## config.mk

```make
export PLATFORM = sky130hd
export DESIGN_NAME = regf_top
export DESIGN_NICKNAME = d
export VERILOG_FILES = /design/src/design/regf_pkg.sv /design/src/design/regf_dec_if.sv /design/src/design/regf_arch_regs.sv /design/src/design/regf_load_scoreboard.sv /design/src/design/regf_mem_req.sv /design/src/design/regf_osreq_counter.sv /design/src/design/regf_top.sv
export VERILOG_INCLUDE_DIRS = /design/src /design/src/design
export SDC_FILE = /design/constraint.sdc
export NUM_CORES = 2
export LEC_CHECK = 0
export ABC_CLOCK_PERIOD_IN_PS = 10150
export BUFFER_PORTS_ARGS = -buffer_cell sky130_fd_sc_hd__buf_2
export CORE_MARGIN = 10
export CORE_UTILIZATION = 68
export CTS_CLUSTER_DIAMETER = 200
export DETAILED_ROUTE_END_ITERATION = 8
export GPL_ROUTABILITY_DRIVEN = 0
export PLACE_DENSITY = 0.86
export SLEW_MARGIN = 30
export SYNTH_ARGS = -nofsm -noshare
export SYNTH_HDL_FRONTEND = slang
export SYNTH_SLANG_ARGS = --single-unit
```

## constraint.sdc

```tcl
create_clock -name sclk -period 10.15 [get_ports sclk]
set_input_delay 1.015 -clock sclk [delete_from_list [all_inputs] [get_ports sclk]]
set_output_delay 1.015 -clock sclk [all_outputs]
set_load 0.005 [all_outputs]
```

## src/design/regf_consts.svh

```systemverilog
//**************************************************************************
// register file stage constants
// widths, register count, outstanding limit and opcode encodings
//**************************************************************************
`ifndef REGF_CONSTS_SVH
`define REGF_CONSTS_SVH

`define REGF_XLEN       32
`define REGF_IDX_W      5
`define REGF_NUM_REGS   32
`define REGF_MAX_OSREQ  4   // requests in flight
`define REGF_OSREQ_W    3
`define REGF_OP_W       8

`define REGF_MAIN_NONE     8'd0  // bubble
`define REGF_MAIN_ADDER    8'd1
`define REGF_MAIN_MULDIV   8'd2
`define REGF_MAIN_LOGIC    8'd3
`define REGF_MAIN_FPU      8'd4
`define REGF_MAIN_MEMORY   8'd5
`define REGF_MAIN_PREDICT  8'd6

`define REGF_LD_BYTE            8'd1
`define REGF_LD_HWORD           8'd2
`define REGF_LD_WORD            8'd3
`define REGF_LD_BYTE_UNSIGNED   8'd4
`define REGF_LD_HWORD_UNSIGNED  8'd5
`define REGF_LD_WORD_UNSIGNED   8'd6
`define REGF_LD_IMMD            8'd7
`define REGF_ST_BYTE            8'd8
`define REGF_ST_HWORD           8'd9
`define REGF_ST_WORD            8'd10
`define REGF_JAL                8'd11
`define REGF_AUIPC              8'd12

`endif

```

## src/design/regf_pkg.sv

```systemverilog
//**************************************************************************
// register file stage types
// register words, indices, opcodes and memory request kinds
//**************************************************************************
`include "regf_consts.svh"

package regf_pkg;

  typedef logic [`REGF_XLEN-1:0]  xlen_t;
  typedef logic [`REGF_IDX_W-1:0] reg_idx_t;

  typedef struct packed {
    logic     is_fp;  // 1 selects the fp file
    reg_idx_t idx;
  } rob_addr_t;

  typedef enum logic [`REGF_OP_W-1:0] {
    MAIN_NONE    = `REGF_MAIN_NONE,
    MAIN_ADDER   = `REGF_MAIN_ADDER,
    MAIN_MULDIV  = `REGF_MAIN_MULDIV,
    MAIN_LOGIC   = `REGF_MAIN_LOGIC,
    MAIN_FPU     = `REGF_MAIN_FPU,
    MAIN_MEMORY  = `REGF_MAIN_MEMORY,
    MAIN_PREDICT = `REGF_MAIN_PREDICT
  } main_op_t;

  typedef enum logic [`REGF_OP_W-1:0] {
    LD_BYTE            = `REGF_LD_BYTE,
    LD_HWORD           = `REGF_LD_HWORD,
    LD_WORD            = `REGF_LD_WORD,
    LD_BYTE_UNSIGNED   = `REGF_LD_BYTE_UNSIGNED,
    LD_HWORD_UNSIGNED  = `REGF_LD_HWORD_UNSIGNED,
    LD_WORD_UNSIGNED   = `REGF_LD_WORD_UNSIGNED,
    LD_IMMD            = `REGF_LD_IMMD,
    ST_BYTE            = `REGF_ST_BYTE,
    ST_HWORD           = `REGF_ST_HWORD,
    ST_WORD            = `REGF_ST_WORD,
    JAL                = `REGF_JAL,
    AUIPC              = `REGF_AUIPC
  } func_op_t;

  typedef enum logic [1:0] {
    MEM_NONE  = 2'd0,
    MEM_WRITE = 2'd1,
    MEM_READ  = 2'd2
  } mem_kind_t;

  typedef logic [3:0] byte_mask_t;

  // loads that go out to memory, load immediate excluded
  function automatic logic is_load(main_op_t main, func_op_t func);
    return (main == MAIN_MEMORY) &&
           (func inside {LD_BYTE, LD_HWORD, LD_WORD,
                         LD_BYTE_UNSIGNED, LD_HWORD_UNSIGNED, LD_WORD_UNSIGNED});
  endfunction

  function automatic logic is_store(main_op_t main, func_op_t func);
    return (main == MAIN_MEMORY) && (func inside {ST_BYTE, ST_HWORD, ST_WORD});
  endfunction

endpackage

```

## src/design/regf_dec_if.sv

```systemverilog
//**************************************************************************
// decoded instruction bundle
// carries one decoded instruction from the top into the stage blocks
//**************************************************************************
`timescale 1ns/1ps

interface regf_dec_if;

  regf_pkg::main_op_t main;
  regf_pkg::func_op_t func;
  regf_pkg::reg_idx_t rs1;
  regf_pkg::reg_idx_t rs2;
  regf_pkg::reg_idx_t rd;
  regf_pkg::xlen_t    immd;
  regf_pkg::xlen_t    pc;    // pc of the decoded instruction

  modport src (
    output main, func, rs1, rs2, rd, immd, pc
  );

  modport sink (
    input main, func, rs1, rs2, rd, immd, pc
  );

endinterface

```

## src/design/regf_arch_regs.sv

```systemverilog
//**************************************************************************
// architectural register files
// integer and fp arrays, write arbitration, operand read and the
// registered outputs towards the issue queue
//**************************************************************************
`timescale 1ns/1ps
`include "regf_consts.svh"

module regf_arch_regs (
  input  logic                sclk,
  input  logic                rstn,
  regf_dec_if.sink            dec,
  input  logic                rob_wr_en,
  input  regf_pkg::rob_addr_t rob_wr_addr,
  input  regf_pkg::xlen_t     rob_wr_data,
  input  logic                rsp_fire,
  input  regf_pkg::reg_idx_t  rsp_cid,
  input  regf_pkg::xlen_t     rsp_data,
  output regf_pkg::xlen_t     regval_rs1,
  output regf_pkg::xlen_t     regval_rs2,
  output regf_pkg::reg_idx_t  isq_rd,
  output regf_pkg::func_op_t  isq_func,
  output regf_pkg::xlen_t     isq_immd,
  output regf_pkg::xlen_t     rs1_val,
  output regf_pkg::xlen_t     rs2_val
);

  regf_pkg::xlen_t    int_regs [`REGF_NUM_REGS];
  regf_pkg::xlen_t    fp_regs  [`REGF_NUM_REGS];
  logic               rsp_we;
  logic               jal_we;
  logic               immd_we;
  logic               rob_int_we;
  logic               rob_fp_we;
  logic               int_we;
  regf_pkg::reg_idx_t int_wr_idx;
  regf_pkg::xlen_t    int_wr_data;
  logic               fpu_sel;

  // x0 is never a write target, so each source drops it on its own
  assign rsp_we     = rsp_fire && (rsp_cid != '0);
  assign jal_we     = (dec.main == regf_pkg::MAIN_PREDICT) && (dec.func == regf_pkg::JAL) &&
                      (dec.rd != '0);
  assign immd_we    = (dec.main == regf_pkg::MAIN_MEMORY) && (dec.func == regf_pkg::LD_IMMD) &&
                      (dec.rd != '0);
  assign rob_int_we = rob_wr_en && !rob_wr_addr.is_fp && (rob_wr_addr.idx != '0);
  assign rob_fp_we  = rob_wr_en && rob_wr_addr.is_fp;  // f0 is a normal register
  assign int_we     = rsp_we || jal_we || immd_we || rob_int_we;

  always_comb begin
    int_wr_idx  = rob_wr_addr.idx;
    int_wr_data = rob_wr_data;
    if (rsp_we) begin
      int_wr_idx  = rsp_cid;  // load data first
      int_wr_data = rsp_data;
    end else if (jal_we) begin
      int_wr_idx  = dec.rd;
      int_wr_data = dec.pc + regf_pkg::xlen_t'(4);  // link address
    end else if (immd_we) begin
      int_wr_idx  = dec.rd;
      int_wr_data = dec.immd;
    end
  end

  always_ff @(posedge sclk or negedge rstn) begin
    if (!rstn) begin
      for (int i = 0; i < `REGF_NUM_REGS; i++) begin
        int_regs[i] <= '0;
        fp_regs[i]  <= '0;
      end
    end else begin
      if (int_we) begin
        int_regs[int_wr_idx] <= int_wr_data;
      end
      if (rob_fp_we) begin
        fp_regs[rob_wr_addr.idx] <= rob_wr_data;
      end
    end
  end

  assign fpu_sel = (dec.main == regf_pkg::MAIN_FPU);
  assign rs1_val = fpu_sel ? fp_regs[dec.rs1] : int_regs[dec.rs1];  // x0 keeps its reset zero
  assign rs2_val = fpu_sel ? fp_regs[dec.rs2] : int_regs[dec.rs2];

  always_ff @(posedge sclk or negedge rstn) begin
    if (!rstn) begin
      regval_rs1 <= '0;
      regval_rs2 <= '0;
      isq_rd     <= '0;
      isq_func   <= regf_pkg::func_op_t'({`REGF_OP_W{1'b0}});
      isq_immd   <= '0;
    end else begin
      regval_rs1 <= rs1_val;  // no bypass of this cycle's write
      regval_rs2 <= rs2_val;
      isq_rd     <= dec.rd;
      isq_func   <= dec.func;
      isq_immd   <= dec.immd;
    end
  end

endmodule

```

## src/design/regf_load_scoreboard.sv

```systemverilog
//**************************************************************************
// load scoreboard
// one pending bit per integer register waiting for load data, plus the
// hazard check on the instruction at decode
//**************************************************************************
`timescale 1ns/1ps
`include "regf_consts.svh"

module regf_load_scoreboard (
  input  logic               sclk,
  input  logic               rstn,
  regf_dec_if.sink           dec,
  input  logic               load_fire,
  input  logic               rsp_fire,
  input  regf_pkg::reg_idx_t rsp_cid,
  output logic               hazard
);

  logic [`REGF_NUM_REGS-1:0] pending;
  logic                      bubble;
  logic                      src_busy;
  logic                      rd_busy;

  always_ff @(posedge sclk or negedge rstn) begin
    if (!rstn) begin
      pending <= '0;
    end else begin
      if (rsp_fire) begin
        pending[rsp_cid] <= 1'b0;
      end
      // a load never targets a pending rd, so no clash with the clear
      if (load_fire && (dec.rd != '0)) begin
        pending[dec.rd] <= 1'b1;
      end
    end
  end

  assign bubble   = (dec.main == regf_pkg::MAIN_NONE);
  assign src_busy = pending[dec.rs1] || pending[dec.rs2];
  assign rd_busy  = regf_pkg::is_load(dec.main, dec.func) && pending[dec.rd];  // load after load
  assign hazard   = (!bubble && src_busy) || rd_busy;

endmodule

```

## src/design/regf_mem_req.sv

```systemverilog
//**************************************************************************
// memory request builder
// turns load and store instructions into registered requests, at most
// four outstanding
//**************************************************************************
`timescale 1ns/1ps

module regf_mem_req (
  input  logic                 sclk,
  input  logic                 rstn,
  regf_dec_if.sink             dec,
  input  regf_pkg::xlen_t      rs1_val,
  input  regf_pkg::xlen_t      rs2_val,
  input  logic                 req_ready,
  input  logic                 hazard,
  input  logic                 rsp_fire,
  output logic                 req_valid,
  output regf_pkg::xlen_t      req_addr,
  output regf_pkg::xlen_t      req_data,
  output regf_pkg::mem_kind_t  req_kind,
  output regf_pkg::byte_mask_t req_mask,
  output regf_pkg::reg_idx_t   req_cid,
  output logic                 mem_block,
  output logic                 load_fire
);

  logic                 is_ld;
  logic                 is_st;
  logic                 is_mem;
  logic                 send;
  logic                 osreq_full;
  regf_pkg::byte_mask_t mask_nxt;

  assign is_ld     = regf_pkg::is_load(dec.main, dec.func);
  assign is_st     = regf_pkg::is_store(dec.main, dec.func);
  assign is_mem    = is_ld || is_st;
  assign mem_block = is_mem && (!req_ready || osreq_full);
  assign send      = is_mem && !mem_block && !hazard;
  assign load_fire = send && is_ld;  // marks rd pending

  regf_osreq_counter u_osreq (
    .sclk (sclk),
    .rstn (rstn),
    .inc  (send),
    .dec  (rsp_fire),  // one response per request
    .full (osreq_full)
  );

  always_comb begin
    case (dec.func)
      regf_pkg::LD_BYTE, regf_pkg::LD_BYTE_UNSIGNED, regf_pkg::ST_BYTE: begin
        mask_nxt = 4'b0001;
      end
      regf_pkg::LD_HWORD, regf_pkg::LD_HWORD_UNSIGNED, regf_pkg::ST_HWORD: begin
        mask_nxt = 4'b0011;
      end
      default: begin
        mask_nxt = 4'b1111;
      end
    endcase
  end

  always_ff @(posedge sclk or negedge rstn) begin
    if (!rstn) begin
      req_valid <= 1'b0;
      req_addr  <= '0;
      req_data  <= '0;
      req_kind  <= regf_pkg::MEM_NONE;
      req_mask  <= '0;
      req_cid   <= '0;
    end else begin
      req_valid <= send;  // single cycle pulse
      if (send) begin
        req_addr <= rs1_val + dec.immd;
        req_data <= is_st ? rs2_val : '0;
        req_kind <= is_ld ? regf_pkg::MEM_READ : regf_pkg::MEM_WRITE;
        req_mask <= mask_nxt;
        req_cid  <= is_ld ? dec.rd : '0;  // stores answer on x0
      end
    end
  end

endmodule

```

## src/design/regf_osreq_counter.sv

```systemverilog
//**************************************************************************
// outstanding request counter
// tracks memory requests in flight and flags the limit
//**************************************************************************
`timescale 1ns/1ps
`include "regf_consts.svh"

module regf_osreq_counter (
  input  logic sclk,
  input  logic rstn,
  input  logic inc,
  input  logic dec,
  output logic full
);

  logic [`REGF_OSREQ_W-1:0] count;

  always_ff @(posedge sclk or negedge rstn) begin
    if (!rstn) begin
      count <= '0;
    end else if (inc && !dec) begin
      count <= count + 1'b1;
    end else if (dec && !inc) begin
      count <= count - 1'b1;
    end
    // inc with dec holds the count
  end

  assign full = (count == `REGF_OSREQ_W'(`REGF_MAX_OSREQ));

endmodule

```

## src/design/regf_top.sv

```systemverilog
//**************************************************************************
// register file operand stage
// reads operands for the issue queue, sends loads and stores to memory
// and stalls fetch on load hazards or memory back-pressure
//**************************************************************************
`timescale 1ns/1ps

module regf_top (
  input  logic                 sclk,
  input  logic                 rstn,
  input  regf_pkg::xlen_t      pc,
  input  regf_pkg::main_op_t   dec_main,
  input  regf_pkg::func_op_t   dec_func,
  input  regf_pkg::reg_idx_t   dec_rs1,
  input  regf_pkg::reg_idx_t   dec_rs2,
  input  regf_pkg::reg_idx_t   dec_rd,
  input  regf_pkg::xlen_t      dec_immd,
  output regf_pkg::xlen_t      regval_rs1,
  output regf_pkg::xlen_t      regval_rs2,
  output regf_pkg::reg_idx_t   isq_rd,
  output regf_pkg::func_op_t   isq_func,
  output regf_pkg::xlen_t      isq_immd,
  output logic                 jmp_en,
  output logic                 stall,
  input  logic                 req_ready,
  output regf_pkg::xlen_t      req_addr,
  output regf_pkg::xlen_t      req_data,
  output regf_pkg::mem_kind_t  req_kind,
  output logic                 req_valid,
  output regf_pkg::byte_mask_t req_mask,
  output regf_pkg::reg_idx_t   req_cid,
  input  regf_pkg::reg_idx_t   rsp_cid,
  input  regf_pkg::xlen_t      rsp_data,
  input  logic                 rsp_vld,
  output logic                 rsp_ready,
  input  logic                 rob_wr_en,
  input  regf_pkg::rob_addr_t  rob_wr_addr,
  input  regf_pkg::xlen_t      rob_wr_data
);

  regf_dec_if      dec_bus ();
  regf_pkg::xlen_t rs1_val;
  regf_pkg::xlen_t rs2_val;
  logic            rsp_fire;
  logic            hazard;
  logic            mem_block;
  logic            load_fire;
  logic            is_jump;

  assign dec_bus.main = dec_main;
  assign dec_bus.func = dec_func;
  assign dec_bus.rs1  = dec_rs1;
  assign dec_bus.rs2  = dec_rs2;
  assign dec_bus.rd   = dec_rd;
  assign dec_bus.immd = dec_immd;
  assign dec_bus.pc   = pc;

  assign rsp_ready = 1'b1;  // responses never back-pressured
  assign rsp_fire  = rsp_vld && rsp_ready;
  assign stall     = hazard || mem_block;

  assign is_jump = ((dec_main == regf_pkg::MAIN_PREDICT) && (dec_func == regf_pkg::JAL)) ||
                   ((dec_main == regf_pkg::MAIN_ADDER) && (dec_func == regf_pkg::AUIPC));

  always_ff @(posedge sclk or negedge rstn) begin
    if (!rstn) begin
      jmp_en <= 1'b0;
    end else begin
      jmp_en <= is_jump;
    end
  end

  regf_arch_regs u_arch_regs (
    .sclk        (sclk),
    .rstn        (rstn),
    .dec         (dec_bus.sink),
    .rob_wr_en   (rob_wr_en),
    .rob_wr_addr (rob_wr_addr),
    .rob_wr_data (rob_wr_data),
    .rsp_fire    (rsp_fire),
    .rsp_cid     (rsp_cid),
    .rsp_data    (rsp_data),
    .regval_rs1  (regval_rs1),
    .regval_rs2  (regval_rs2),
    .isq_rd      (isq_rd),
    .isq_func    (isq_func),
    .isq_immd    (isq_immd),
    .rs1_val     (rs1_val),
    .rs2_val     (rs2_val)
  );

  regf_mem_req u_mem_req (
    .sclk      (sclk),
    .rstn      (rstn),
    .dec       (dec_bus.sink),
    .rs1_val   (rs1_val),
    .rs2_val   (rs2_val),
    .req_ready (req_ready),
    .hazard    (hazard),
    .rsp_fire  (rsp_fire),
    .req_valid (req_valid),
    .req_addr  (req_addr),
    .req_data  (req_data),
    .req_kind  (req_kind),
    .req_mask  (req_mask),
    .req_cid   (req_cid),
    .mem_block (mem_block),
    .load_fire (load_fire)
  );

  regf_load_scoreboard u_scoreboard (
    .sclk      (sclk),
    .rstn      (rstn),
    .dec       (dec_bus.sink),
    .load_fire (load_fire),
    .rsp_fire  (rsp_fire),
    .rsp_cid   (rsp_cid),
    .hazard    (hazard)
  );

endmodule

```

==> qor.yml <==
floorplan:
  ios: 363
  core_area_sq_um: 174000
  die_y_um: 438
  num_rows: 153
  fp.dieW_um: 438
  dieArea_sq_um: 192000
  initial_core_util_pct: 68.4
yosys:
  yosysWarnings: 0
  synth_edf_count: 0
  yosys.area.top_type: "dfrtp_1"
  synth_area_sq_um: 119000
  ys_async_sr_fraction_pct: 100
  synth_ff_type: "dfrtp_1"
  synthTopCellsByCount: "dfrtp_1 (2,268), mux2_2 (1,809), mux4_2 (1,349), clkbuf_1 (544), mux2_1 (245)"
  syn_avg_cell_area_sq_um: 16.0
  yosys-top-cells-area: "dfrtp_1 (48%), mux4_2 (26%), mux2_2 (17%)"
  synth_seq_cells: 2268
  synth_cells: 7410
  synth_nets: 7620
  ys_types: 60
  synth_top_cell_area_share_pct: 47.7
  seq_area_frac_synth_pct: 47.7
  synth.most_common_cell: "dfrtp_1"
clocking:
  tritoncts: "yes"
  cts_sinks: 2268
  clkSlewWorstSetupHoldPaths_ps: 60
  cts-resized-gates: 0
  clock_latency_ps: 910
  ctsHoldBuffers: 0
  root_buffer: "clkbuf_16"
  clk_path_buf_depth: 3
  cts_setup_buffers: 0
  htree_levels: 4
  cts_buffers: 221
setup_path:
  crit_family: "multiplexers"
  cp.arrival_ps: 7030
  worstPathRequired_ps: 10920
  cp-start-kind: "input pin"
  r2r_slack_ps: 4970
  path_cells: "buf_8 -> buf_12 -> mux4_2 -> mux4_2 -> mux4_2 -> ha_1 -> nand2_1 -> o21ai_0 -> o211ai_1 -> a2111oi_0 -> nor3_1 -> o21ai_0 -> xor2_1 -> mux2_2"
  crit_top_cell: "mux4_2"
  worstSetupPathType: "input pin to flip-flop"
  critPathMaxFanout: 64
  crit_buf_inv: 2
  worstSetupEndpointType: "flip-flop"
  slowest_stage: "a2111oi_0"
  max_stage_delay_ps: 730
global_routing:
  grt_pass1_wl_mm: 557
  gr-usage-all-layers_pct: 40.0
  gr-total-overflow: 0
  grt_antenna_before_repair: 33
  grt_start_max_net_pins: 179
  grt_pass1_vias: 79790
timing:
  rsz0062_at_grt: "false"
  finalSetupViolations: 0
  drv_slew: 0
  fin_crit_sh_pct: 61.7
  hold_viol_final: 0
  max_freq_mhz: 160
  worst_pin_slew_ps: 1090
  relSlewSlack_pct: 26.6
  clock_skew_ps: 34.8
  finalCriticalPeriod_ps: 6260
  setup_ws_ps: 3890
  fin_setup_tns_ps: 0
route:
  drt-wirelength-per-cell_um: 38.6
  drt_first_pass_iters: 6
  drc_errors: 0
  vias: 77374
  wirelength_mm: 383
  drt_iter0_drc: 10890
  ant_nets: 0
  via_per_inst: 7.79
place:
  io_buffers: 361
  dp_cells: 9479
  dp_hpwl_mm: 233
  pre_cts_slack_ps: 3290
layout:
  utilization_pct: 75.6
  area_delta_synth_final_pct: 10.6
  drive_gt1_share_pct: 55.2
  fin_nets: 7595
  finalNonFillerCells: 9929
power:
  pwr_density_cell_nw_per_um2: 215
  p_total_mw: 28.2
  power.leakage_nw: 57.6
  peakVddDrop_mv: 0.178
job:
  drv_cap: 0
hold_path:
  holdCritPathClass: "input pin to asynchronous set/reset pin"
outcome:
  outcome: "completed"
==> flip-flops by register name, indices dropped and copies added, names as in the netlist <==
name                     count
u_mem_req.req_cid            5
u_arch_regs.regval_rs1      32
u_arch_regs.isq_immd        32
u_mem_req.req_mask           3
u_mem_req.req_valid          1
u_arch_regs.isq_rd           5
u_scoreboard.pending        32
u_arch_regs.fp_regs       1024
jmp_en                       1
u_arch_regs.int_regs      1024
u_arch_regs.regval_rs2      32
u_mem_req.req_addr          32
u_arch_regs.isq_func         8
u_mem_req.req_data          32
u_mem_req.req_kind           2
u_mem_req.u_osreq.count      3
==> layer usage <==
metal | global-route usage (%) | vias to the layer above | wire length, um
li1 | - | 28832 | -
met1 | 49.9 | 40978 | 127000
met4 | 33.3 | 14 | 38700
met5 | 0.0248 | - | 91
met3 | 12.7 | 1541 | 47100
met2 | 57.3 | 6009 | 170000
==> per-stage QoR <==
stage	cell area, sq um	hold slack [ps]
6_report	131000	84.1
3_5_place_dp	123000	383
4_1_cts	131000	131
5_1_grt	131000	134
2_1_floorplan	119000	441
3_3_place_gp	123000	376
==> path summary, 6_finish.rpt <==
kind,start,endpoint,cells past startpoint
max,dec_rs1[0],u_mem_req.req_addr[29],14
min,rstn,u_arch_regs.int_regs[877],1
max reg2reg,u_arch_regs.int_regs[643],u_mem_req.req_addr[29],12
min reg2reg,u_arch_regs.int_regs[1005],u_arch_regs.int_regs[1005],0
max in group asynchronous,rstn,u_arch_regs.fp_regs[601],3
min in group sclk,dec_func[6],u_arch_regs.isq_func[6],1
==> logic make-up after synthesis <==
logic type | count (synthesis) | synth area share (%)
compound gates | 285 | 1.39
xor+xnor | 55 | 0.405
fa+ha+maj | 35 | 0.381
buf+inv | 805 | 2.62
flops | 2268 | 47.7
mux | 3454 | 45.4
other cells | 1 | 0.00315
simple gates | 507 | 2.01
==> placed cells by master, fill, tap and decap left out, drive strengths merged, types with 6 or more instances in the layout <==
cell type and instances:
a211oi 6, a21o 14, a21oi 57, and2 6, and3 9, buf 541, bufinv 36, clkbuf 310
clkinv 51, clkinvlp 10, dfrtp 2268, diode 24, ha 33, inv 27, mux2 2054, mux2i 51
mux4 1349, nand2 209, nand2b 11, nand3 77, nand3b 18, nand4 13, nor2 88, nor2b 8
nor3 23, nor4 8, o211ai 6, o21ai 149, o21bai 7, o22ai 10, o31ai 8, or3 9
or3b 6, xnor2 36, xor2 19
==> where the power goes <==
part	internal, mW	switching, mW
sequential	11.0	1.54
clock	5.37	3.79
combinational	3.74	2.80
total	20.1	8.13
==> cell type report <==
class                   instances  area (sq um)
multi-input cells            4337         59600
flip-flops and latches       2268         56800
fillers                      9597         42400
clock buffers                 310          6430
repair buffers                541          3920
well taps                    2325          2910
clock inverters               108          1720
inverters                      16          60.1
diodes                         24          60.1
No activity file was read; power rests on OpenSTA's default activity.
